`config.mk`:
```
export PLATFORM = sky130hd
export DESIGN_NAME = cdd_link_top
export DESIGN_NICKNAME = d
export VERILOG_FILES = /design/src/hdl/cdd_link_pkg.sv /design/src/hdl/cdd_bit_shift.sv /design/src/hdl/cdd_byte_seq.sv /design/src/hdl/cdd_frame_sync.sv /design/src/hdl/mem_chan_map.sv /design/src/hdl/debug_hotkeys.sv /design/src/hdl/cdd_link_top.sv
export VERILOG_INCLUDE_DIRS = /design/src /design/src/hdl
export SDC_FILE = /design/constraint.sdc
export NUM_CORES = 1
export LEC_CHECK = 0
export BUFFER_PORTS_ARGS = -buffer_cell sky130_fd_sc_hd__buf_2
export CAP_MARGIN = 10
export CORE_MARGIN = 2
export CORE_UTILIZATION = 55
export CTS_CLUSTER_SIZE = 12
export DETAILED_ROUTE_END_ITERATION = 8
export GPL_TIMING_DRIVEN = 0
export PLACE_DENSITY = 0.83
export SKIP_CTS_REPAIR_TIMING = 1
export SLEW_MARGIN = 20
export SYNTH_ARGS = -nofsm -noshare
export SYNTH_HDL_FRONTEND = slang
export SYNTH_HIERARCHICAL = 1
export SYNTH_SLANG_ARGS = --single-unit
```
`constraint.sdc`:
```
create_clock -name clk_sys -period 4.5 [get_ports clk_sys]
set_input_delay 0.675 -clock clk_sys [delete_from_list [all_inputs] [get_ports clk_sys]]
set_output_delay 0.675 -clock clk_sys [all_outputs]
set_load 0.03 [all_outputs]
```
`src/hdl/cdd_macros.svh`:
```
/*
 * CD link frame and timing constants, DDR region bases for the
 * memory mapper, PS/2 codes of the debug hotkeys
 */

`ifndef CDD_MACROS_SVH
`define CDD_MACROS_SVH

//////////////////////////////////////////////////
// CD drive serial link
//////////////////////////////////////////////////

// bytes per frame, both directions
`define CDD_FRAME_BYTES 12
// cycles of start level before the transfer begins
`define CDD_START_WAIT 15
// byte done to next request
`define CDD_NEXT_DELAY 1023

//////////////////////////////////////////////////
// DDR upper address bits per region
//////////////////////////////////////////////////

`define DDR_BASE_ROM 9'h000
`define DDR_BASE_SRAM 12'h008
`define DDR_BASE_RAML 8'h01
`define DDR_BASE_RAMH 8'h02

// PS/2 set 2 codes, bit 8 is the extended prefix
`define KEY_F1 9'h005
`define KEY_F2 9'h006
`define KEY_F3 9'h004
`define KEY_F4 9'h00C
`define KEY_F5 9'h003
`define KEY_F6 9'h00B
`define KEY_F9 9'h001
`define KEY_F10 9'h009
`define KEY_PAUSE 9'h177

`endif

```
`src/hdl/cdd_link_pkg.sv`:
```
/*
 * shared types: CD link bytes and frames, memory bus, download
 * stream, DDR request and PS/2 key event
 */

`include "cdd_macros.svh"

package cdd_link_pkg;

	typedef logic [7:0] cdd_byte_t;

	// byte 0 sits in the lowest bits
	typedef struct packed {
		logic toggle;
		cdd_byte_t [`CDD_FRAME_BYTES-1:0] data;
	} cdd_frame_t;

	// all selects active low
	typedef struct packed {
		logic rom_n;
		logic sram_n;
		logic raml_n;
		logic ramh_n;
	} mem_cs_t;

	typedef struct packed {
		logic [24:0] addr;
		logic [31:0] wdata;
		logic [3:0]  dqm_n;
		logic        rd_n;
		mem_cs_t     cs;
	} mem_bus_t;

	// cartridge download stream
	typedef struct packed {
		logic        active;
		logic        wr;
		logic [24:0] addr;
		logic [15:0] data;
	} dl_bus_t;

	typedef struct packed {
		logic [26:0] addr;
		logic [31:0] wdata;
		logic        rd;
		logic [3:0]  we;
		logic [1:0]  chan;
		logic        is16;
	} ddr_req_t;

	typedef struct packed {
		logic       toggle;
		logic       pressed;
		logic [8:0] code;
	} ps2_key_t;

endpackage

```
`src/hdl/cdd_bit_shift.sv`:
```
/*
 * CD link bit shifter: comclk edge detect, status bits out on
 * falling edges, host bits in on rising edges
 */

`timescale 1ns/10ps

module cdd_bit_shift (
	input  logic                    clk_sys,
	input  logic                    reset,
	input  logic                    load,
	input  cdd_link_pkg::cdd_byte_t load_byte,
	input  logic                    restart,
	input  logic                    cd_comclk,
	input  logic                    cd_hdata,
	output logic                    cd_cdata,
	output cdd_link_pkg::cdd_byte_t rx_byte,
	output logic                    bit_edge,
	output logic                    byte_done
);
	import cdd_link_pkg::*;

	cdd_byte_t  tx_shift;
	logic       comclk_q;
	logic       rise;
	logic       fall;
	logic [2:0] bit_cnt;

	// single sampling stage, also follows the line during reset
	always_ff @(posedge clk_sys) begin
		comclk_q <= cd_comclk;
	end

	assign rise = cd_comclk & ~comclk_q;
	assign fall = ~cd_comclk & comclk_q;
	assign bit_edge = rise;

	always_ff @(posedge clk_sys) begin
		if (reset) begin
			bit_cnt <= '0;
			byte_done <= 1'b0;
			cd_cdata <= 1'b0;
		end else begin
			if (fall) begin
				cd_cdata <= tx_shift[0];
			end
			if (restart) begin
				bit_cnt <= '0;
			end else if (rise) begin
				bit_cnt <= bit_cnt + 3'd1;
			end
			// eighth rising edge closes the byte
			byte_done <= rise && !restart && (bit_cnt == 3'd7);
		end
	end

	// lsb first both ways
	always_ff @(posedge clk_sys) begin
		if (load) begin
			tx_shift <= load_byte;
		end else if (fall) begin
			tx_shift <= {1'b0, tx_shift[7:1]};
		end
		if (rise) begin
			rx_byte <= {cd_hdata, rx_byte[7:1]};
		end
	end

endmodule

```
`src/hdl/cdd_byte_seq.sv`:
```
/*
 * CD link byte sequencer: status byte selection, host byte store,
 * sync and request lines with inter-byte delay
 */

`timescale 1ns/10ps

`include "cdd_macros.svh"

module cdd_byte_seq (
	input  logic                     clk_sys,
	input  logic                     reset,
	input  cdd_link_pkg::cdd_frame_t status,
	input  logic                     begin_xfer,
	input  logic                     cd_comclk,
	input  logic                     cd_hdata,
	output logic                     cd_cdata,
	output logic                     cd_comreq_n,
	output logic                     cd_comsync_n,
	output cdd_link_pkg::cdd_frame_t host_frame,
	output logic                     comm_rdy
);
	import cdd_link_pkg::*;

	cdd_byte_t  load_byte;
	cdd_byte_t  rx_byte;
	logic       load;
	logic       bit_edge;
	logic       byte_done;
	logic [3:0] byte_cnt;
	logic [9:0] next_delay;
	logic       trans_next;
	logic       in_frame;
	logic       last_byte;

	assign in_frame = byte_cnt < 4'(`CDD_FRAME_BYTES);
	assign last_byte = byte_cnt == 4'(`CDD_FRAME_BYTES - 1);
	assign load = begin_xfer | byte_done;

	// next byte for the shifter, zero once the frame is out
	always_comb begin
		if (begin_xfer) begin
			load_byte = status.data[0];
		end else if (last_byte || !in_frame) begin
			load_byte = '0;
		end else begin
			load_byte = status.data[byte_cnt + 4'd1];
		end
	end

	cdd_bit_shift bit_shift_i (
		.clk_sys   (clk_sys),
		.reset     (reset),
		.load      (load),
		.load_byte (load_byte),
		.restart   (begin_xfer),
		.cd_comclk (cd_comclk),
		.cd_hdata  (cd_hdata),
		.cd_cdata  (cd_cdata),
		.rx_byte   (rx_byte),
		.bit_edge  (bit_edge),
		.byte_done (byte_done)
	);

	//////////////////////////////////////////////////
	// byte count, sync and request
	//////////////////////////////////////////////////

	always_ff @(posedge clk_sys) begin
		if (reset) begin
			byte_cnt <= '0;
			next_delay <= '0;
			trans_next <= 1'b0;
			comm_rdy <= 1'b0;
			cd_comsync_n <= 1'b1;
			cd_comreq_n <= 1'b1;
		end else begin
			trans_next <= 1'b0;
			comm_rdy <= 1'b0;
			if (begin_xfer) begin
				byte_cnt <= '0;
				next_delay <= '0;
				cd_comsync_n <= 1'b0;
				trans_next <= 1'b1;
			end else if (byte_done) begin
				cd_comsync_n <= 1'b1;
				next_delay <= 10'(`CDD_NEXT_DELAY);
				if (in_frame) begin
					byte_cnt <= byte_cnt + 4'd1;
				end
				comm_rdy <= last_byte;
			end else if (next_delay != '0) begin
				next_delay <= next_delay - 10'd1;
				trans_next <= next_delay == 10'd1;
			end

			// request drops when a byte is ready, rises on each bit
			if (trans_next) begin
				cd_comreq_n <= 1'b0;
			end else if (bit_edge) begin
				cd_comreq_n <= 1'b1;
			end
		end
	end

	// received command bytes
	always_ff @(posedge clk_sys) begin
		if (begin_xfer) begin
			host_frame.toggle <= status.toggle;
		end
		if (byte_done && in_frame) begin
			host_frame.data[byte_cnt] <= rx_byte;
		end
	end

endmodule

```
`src/hdl/cdd_frame_sync.sv`:
```
/*
 * status frame latch on toggle change, start countdown with
 * begin pulse, command frame publish with flipped toggle
 */

`timescale 1ns/10ps

`include "cdd_macros.svh"

module cdd_frame_sync (
	input  logic                     clk_sys,
	input  logic                     reset,
	input  cdd_link_pkg::cdd_frame_t cd_out,
	output cdd_link_pkg::cdd_frame_t cd_in,
	output cdd_link_pkg::cdd_frame_t status,
	output logic                     begin_xfer,
	input  cdd_link_pkg::cdd_frame_t host_frame,
	input  logic                     comm_rdy
);

	logic       last_toggle;
	logic       start_lvl;
	logic [3:0] wait_cnt;
	logic       new_frame;

	assign new_frame = cd_out.toggle != last_toggle;

	// start level, then begin once the countdown has run out
	always_ff @(posedge clk_sys) begin
		if (reset) begin
			// track the line so no frame is seen coming out of reset
			last_toggle <= cd_out.toggle;
			start_lvl <= 1'b0;
			wait_cnt <= '0;
		end else if (new_frame) begin
			last_toggle <= cd_out.toggle;
			start_lvl <= 1'b1;
			wait_cnt <= 4'(`CDD_START_WAIT);
		end else if (wait_cnt != '0) begin
			wait_cnt <= wait_cnt - 4'd1;
		end else begin
			start_lvl <= 1'b0;
		end
	end

	assign begin_xfer = start_lvl && (wait_cnt == '0);

	// drive status bytes
	always_ff @(posedge clk_sys) begin
		if (new_frame) begin
			status <= cd_out;
		end
	end

	// host command frame back to the drive side
	always_ff @(posedge clk_sys) begin
		if (reset) begin
			cd_in <= '0;
		end else if (comm_rdy) begin
			cd_in.data <= host_frame.data;
			cd_in.toggle <= ~cd_in.toggle;
		end
	end

endmodule

```
`src/hdl/mem_chan_map.sv`:
```
/*
 * chip-select decode onto one DDR request, cartridge download mux,
 * memory wait and download back-pressure
 */

`timescale 1ns/10ps

`include "cdd_macros.svh"

module mem_chan_map (
	input  logic                   clk_sys,
	input  logic                   reset,
	input  cdd_link_pkg::mem_bus_t mem,
	input  cdd_link_pkg::dl_bus_t  dl,
	input  logic                   ddr_busy,
	output cdd_link_pkg::ddr_req_t ddr,
	output logic                   mem_wait_n,
	output logic                   ioctl_wait
);

	logic        busy_q;
	logic [1:0]  chan;
	logic [26:0] map_addr;
	logic        any_cs;
	logic        ram_wr;

	// priority rom, sram, raml, ramh
	always_comb begin
		if (!mem.cs.rom_n) begin
			chan = 2'd0;
			map_addr = {`DDR_BASE_ROM, mem.addr[18:1]};
		end else if (!mem.cs.sram_n) begin
			chan = 2'd1;
			map_addr = {`DDR_BASE_SRAM, mem.addr[15:1]};
		end else if (!mem.cs.raml_n) begin
			chan = 2'd2;
			map_addr = {`DDR_BASE_RAML, mem.addr[19:1]};
		end else begin
			// high work RAM is 32 bits wide
			chan = 2'd3;
			map_addr = {`DDR_BASE_RAMH, mem.addr[19:2], 1'b0};
		end
	end

	assign any_cs = ~&mem.cs;
	// rom is never written
	assign ram_wr = ~(mem.cs.sram_n & mem.cs.raml_n & mem.cs.ramh_n);

	always_comb begin
		if (dl.active) begin
			ddr.addr = {3'b000, dl.addr[24:1]};
			ddr.wdata = {16'h0000, dl.data[7:0], dl.data[15:8]};
			ddr.rd = 1'b0;
			ddr.we = {2'b00, {2{ioctl_wait}}};
			ddr.chan = 2'd0;
			ddr.is16 = 1'b1;
		end else begin
			ddr.addr = map_addr;
			ddr.wdata = mem.wdata;
			ddr.rd = any_cs & ~mem.rd_n;
			ddr.we = {4{ram_wr}} & ~mem.dqm_n;
			ddr.chan = chan;
			ddr.is16 = mem.cs.ramh_n;
		end
	end

	assign mem_wait_n = ~ddr_busy;

	// hold the download until the DDR side goes idle again
	always_ff @(posedge clk_sys) begin
		if (reset) begin
			busy_q <= 1'b0;
			ioctl_wait <= 1'b0;
		end else begin
			busy_q <= ddr_busy;
			if (busy_q && !ddr_busy) begin
				ioctl_wait <= 1'b0;
			end else if (dl.active && dl.wr) begin
				ioctl_wait <= 1'b1;
			end
		end
	end

endmodule

```
`src/hdl/debug_hotkeys.sv`:
```
/*
 * debug hotkeys: layer, sound and pause enables from PS/2 events
 */

`timescale 1ns/10ps

`include "cdd_macros.svh"

module debug_hotkeys (
	input  logic                   clk_sys,
	input  logic                   reset,
	input  cdd_link_pkg::ps2_key_t ps2_key,
	output logic [5:0]             scrn_en,
	output logic [1:0]             snd_en,
	output logic                   pause_en
);

	logic last_toggle;
	logic key_down;

	// new event with the key pressed
	assign key_down = (ps2_key.toggle != last_toggle) && ps2_key.pressed;

	always_ff @(posedge clk_sys) begin
		if (reset) begin
			last_toggle <= ps2_key.toggle;
			scrn_en <= '1;
			snd_en <= '1;
			pause_en <= 1'b0;
		end else begin
			last_toggle <= ps2_key.toggle;
			if (key_down) begin
				case (ps2_key.code)
					`KEY_F1: scrn_en[0] <= ~scrn_en[0];
					`KEY_F2: scrn_en[1] <= ~scrn_en[1];
					`KEY_F3: scrn_en[2] <= ~scrn_en[2];
					`KEY_F4: scrn_en[3] <= ~scrn_en[3];
					`KEY_F5: scrn_en[4] <= ~scrn_en[4];
					`KEY_F6: scrn_en[5] <= ~scrn_en[5];
					// sound channels
					`KEY_F9: snd_en[0] <= ~snd_en[0];
					`KEY_F10: snd_en[1] <= ~snd_en[1];
					`KEY_PAUSE: pause_en <= ~pause_en;
					default: ;
				endcase
			end
		end
	end

endmodule

```
`src/hdl/cdd_link_top.sv`:
```
/*
 * top level: CD drive serial link, cartridge/work RAM mapper
 * and debug hotkeys
 */

`timescale 1ns/10ps

module cdd_link_top (
	input  logic                     clk_sys,
	input  logic                     reset,
	input  cdd_link_pkg::cdd_frame_t cd_out,
	output cdd_link_pkg::cdd_frame_t cd_in,
	input  logic                     cd_comclk,
	input  logic                     cd_hdata,
	output logic                     cd_cdata,
	output logic                     cd_comreq_n,
	output logic                     cd_comsync_n,
	input  cdd_link_pkg::mem_bus_t   mem,
	input  cdd_link_pkg::dl_bus_t    dl,
	input  logic                     ddr_busy,
	output cdd_link_pkg::ddr_req_t   ddr,
	output logic                     mem_wait_n,
	output logic                     ioctl_wait,
	input  cdd_link_pkg::ps2_key_t   ps2_key,
	output logic [5:0]               scrn_en,
	output logic [1:0]               snd_en,
	output logic                     pause_en
);
	import cdd_link_pkg::*;

	cdd_frame_t status;
	cdd_frame_t host_frame;
	logic       begin_xfer;
	logic       comm_rdy;

	//////////////////////////////////////////////////
	// CD drive link
	//////////////////////////////////////////////////

	cdd_frame_sync frame_sync_i (
		.clk_sys    (clk_sys),
		.reset      (reset),
		.cd_out     (cd_out),
		.cd_in      (cd_in),
		.status     (status),
		.begin_xfer (begin_xfer),
		.host_frame (host_frame),
		.comm_rdy   (comm_rdy)
	);

	cdd_byte_seq byte_seq_i (
		.clk_sys      (clk_sys),
		.reset        (reset),
		.status       (status),
		.begin_xfer   (begin_xfer),
		.cd_comclk    (cd_comclk),
		.cd_hdata     (cd_hdata),
		.cd_cdata     (cd_cdata),
		.cd_comreq_n  (cd_comreq_n),
		.cd_comsync_n (cd_comsync_n),
		.host_frame   (host_frame),
		.comm_rdy     (comm_rdy)
	);

	//////////////////////////////////////////////////
	// memory and debug
	//////////////////////////////////////////////////

	mem_chan_map mem_map_i (
		.clk_sys    (clk_sys),
		.reset      (reset),
		.mem        (mem),
		.dl         (dl),
		.ddr_busy   (ddr_busy),
		.ddr        (ddr),
		.mem_wait_n (mem_wait_n),
		.ioctl_wait (ioctl_wait)
	);

	debug_hotkeys hotkeys_i (
		.clk_sys  (clk_sys),
		.reset    (reset),
		.ps2_key  (ps2_key),
		.scrn_en  (scrn_en),
		.snd_en   (snd_en),
		.pause_en (pause_en)
	);

endmodule

```
==> summary.md <==
| Metric | Value |
|---|---|
| Initial antenna violation count | 2 |
| Weighted congestion at the end of routability-driven global placement | 0.910 |
| # Max-Cap Violations | 0 |
| Area of the multi-input gates | 3990 µm² |
| Critical Path Start | byte_seq_i/byte_cnt[0]$_SDFFE_PP0P_ |
| Max VDD drop | 0.000395 V |
| Cell total after placement | 1,620 |
| Total power after layout | 7130 µW |
| Worst hold stages | 1 |
| First-pass GRT wire length | 49,900 µm |
| Crit path launch type | flop |
| Syn-to-layout area delta | 26.4% |
| Mapped cell area | 13,300 µm² |
| Result of the run | finished, final reports clean |
| Horiz. Die Dim | 160 µm |
| Worst slew pin tran | 0.974 ns |
| Starting Density | 0.563 |
| Total count of hold-check failures in the final report | 0 |
| Total area of sequential cells | 9040 µm² |
| Largest fanout of any net on the critical path | 10 |
| Average size of a mapped cell | 14.6 µm² |
| CTS H-tree depth | 2 |
| Final Critical Period | 3.68 ns |
| Number of sinks handled by clock tree synthesis | 347 |
| CTS Buf Count | 37 |
| Leakage power | 0.00664 µW |
| Gate Count Post-Synth | 910 |
| 1st-pass router iterations | 5 |
| Power per cell area | 424 nW/µm² |
| Maximum clock frequency | 0.271 GHz |
| DRC Markers | 0 |
| Fin crit share | 0.819 |
| Worst reg2reg path startpoint | byte_seq_i/byte_cnt[0]$_SDFFE_PP0P_ |
| Total Routed Length | 32,900 µm |
| Via Count | 8,969 |
| Iter 0 DRT Violations | 648 |
| Detail Route Antenna Nets | 0 |
| Commonest cells after routing, fill and taps aside | 399 x sky130_fd_sc_hd__buf_2, 209 x sky130_fd_sc_hd__edfxtp_1, 138 x sky130_fd_sc_hd__dfxtp_1 |
| Global route overflow | 0 |
| Final-layout fill cell count | 1,608 |
| Endpoint arrival time on the critical path | 3.95 ns |
| Routed length per instance | 19.5 µm |
| Fin cells | 1,687 |
| CTS max path bufs | 3 |
| Fin nets | 1,571 |
| Placeable Area | 23,600 µm² |
| Vias in the first global route | 8,740 |
| Most frequent standard cell in the layout excluding fill and tap cells | sky130_fd_sc_hd__buf_2 |
| Count of yosys warnings during synthesis | 6 |
| Die ar. | 25,400 µm² |
| Final-layout setup total negative slack | 0 ns |
| Normalized max-slew margin | 0.349 |
| Clock-pin slew on the worst setup and hold paths | 0.06 ns |
| Setup repair after global routing missed its margin | false |
| Startpoint of the most critical hold path | cd_comclk |
| CTS tree | yes |
| Total setup violations reported at the end of the flow | 0 |
| Final number of max-transition violations | 0 |
| Clock root buffer master | sky130_fd_sc_hd__clkbuf_16 |
| Worst Hold Class | input port to flop |
| Final HPWL from detailed placement | 24,100 µm |
| Total I/O pin count | 400 |
| Required time at the worst-slack endpoint | 4.77 ns |
| CP Class | flop to flop |
| Critical path capture point type | flop |
| Quantity of I/O buffers inserted on ports | 388 |
| Via-per-instance ratio | 5.32 |
| Pin count of the biggest net entering global routing | 68 |
| Clock Latency Late Sink | 0.53 ns |
| Fraction of final layout cells sized beyond drive strength 1 | 0.402 |
| Std-Cell Rows | 56 |
| Clock Skews | 0.0198 ns |
| Overall track demand over capacity in global routing | 0.253 |
| Vert. Die Dim | 160 µm |
| Worst-case reg-to-reg path depth | 10 |
-- path summary, 6_finish.rpt --
path                                                   to  slack, ns
max          byte_seq_i/bit_shift_i/tx_shift[5]$_DFFE_PP_       0.82
min               byte_seq_i/bit_shift_i/comclk_q$_DFF_P_       0.29
max reg2reg  byte_seq_i/bit_shift_i/tx_shift[5]$_DFFE_PP_       0.82
min reg2reg             mem_map_i/ioctl_wait$_SDFFE_PP0P_       0.41
-- layer usage --
layer  up-vias  track usage  part of all wire
met2       359        0.412              0.48
li1       4205            -                 -
met4         0       0.0632             0.018
met1      4359        0.347              0.43
met5         -            0                 0
met3        46       0.0610             0.071
-- worst max-delay path: stages (launching register included) --
cell and delay, ns:
sky130_fd_sc_hd__dfxtp_1 0.40, sky130_fd_sc_hd__buf_2 0.33, sky130_fd_sc_hd__buf_2 0.38, sky130_fd_sc_hd__inv_1 0.13, sky130_fd_sc_hd__ha_1 0.31, sky130_fd_sc_hd__clkbuf_1 0.36
sky130_fd_sc_hd__clkbuf_1 0.50, sky130_fd_sc_hd__mux4_2 0.42, sky130_fd_sc_hd__a32oi_1 0.23, sky130_fd_sc_hd__nand2_1 0.10, sky130_fd_sc_hd__mux2_2 0.28
-- registers in the layout (all words and copies together), names as in the netlist, 2 cells and up --
signal,flops
frame_sync_i/cd_in,97
frame_sync_i/status,96
byte_seq_i/bit_shift_i/tx_shift,8
byte_seq_i/bit_shift_i/bit_cnt,3
hotkeys_i/scrn_en,6
byte_seq_i/bit_shift_i/rx_byte,8
byte_seq_i/host_frame,96
frame_sync_i/wait_cnt,4
byte_seq_i/next_delay,10
byte_seq_i/byte_cnt,4
hotkeys_i/snd_en,2
-- through the flow --
step,setup slack [ns],instance area [µm²],utilization,hold WS (ns)
2_1_floorplan,1.27,13300,-,0.391
3_5_place_dp,0.792,15700,0.664,0.407
3_3_place_gp,0.448,15600,0.663,0.401
4_1_cts,0.782,16800,0.711,0.279
5_1_grt,0.580,16800,0.712,0.284
6_report,0.816,16800,0.712,0.290
-- power by group --
part	leakage (µW)	total [µW]	switching (µW)	internal, µW
Combinational	0.00302	742	411	331
Sequential	0.00308	3620	87.3	3530
Clock	0.000540	2770	1180	1590
-- final cells by class --
| class | instances | area share |
|---|---|---|
| multi-input combinational | 505 | 0.237 |
| inverter | 12 | 0.00283 |
| clock buffer | 55 | 0.0609 |
| clock inverter | 11 | 0.00491 |
| sequential | 347 | 0.538 |
| buffer | 48 | 0.0153 |
| antenna | 1 | 0.000149 |
| tap | 319 | 0.0237 |
| timing repair buffer | 389 | 0.117 |
Note: power is estimated with default switching activity, not from simulation.
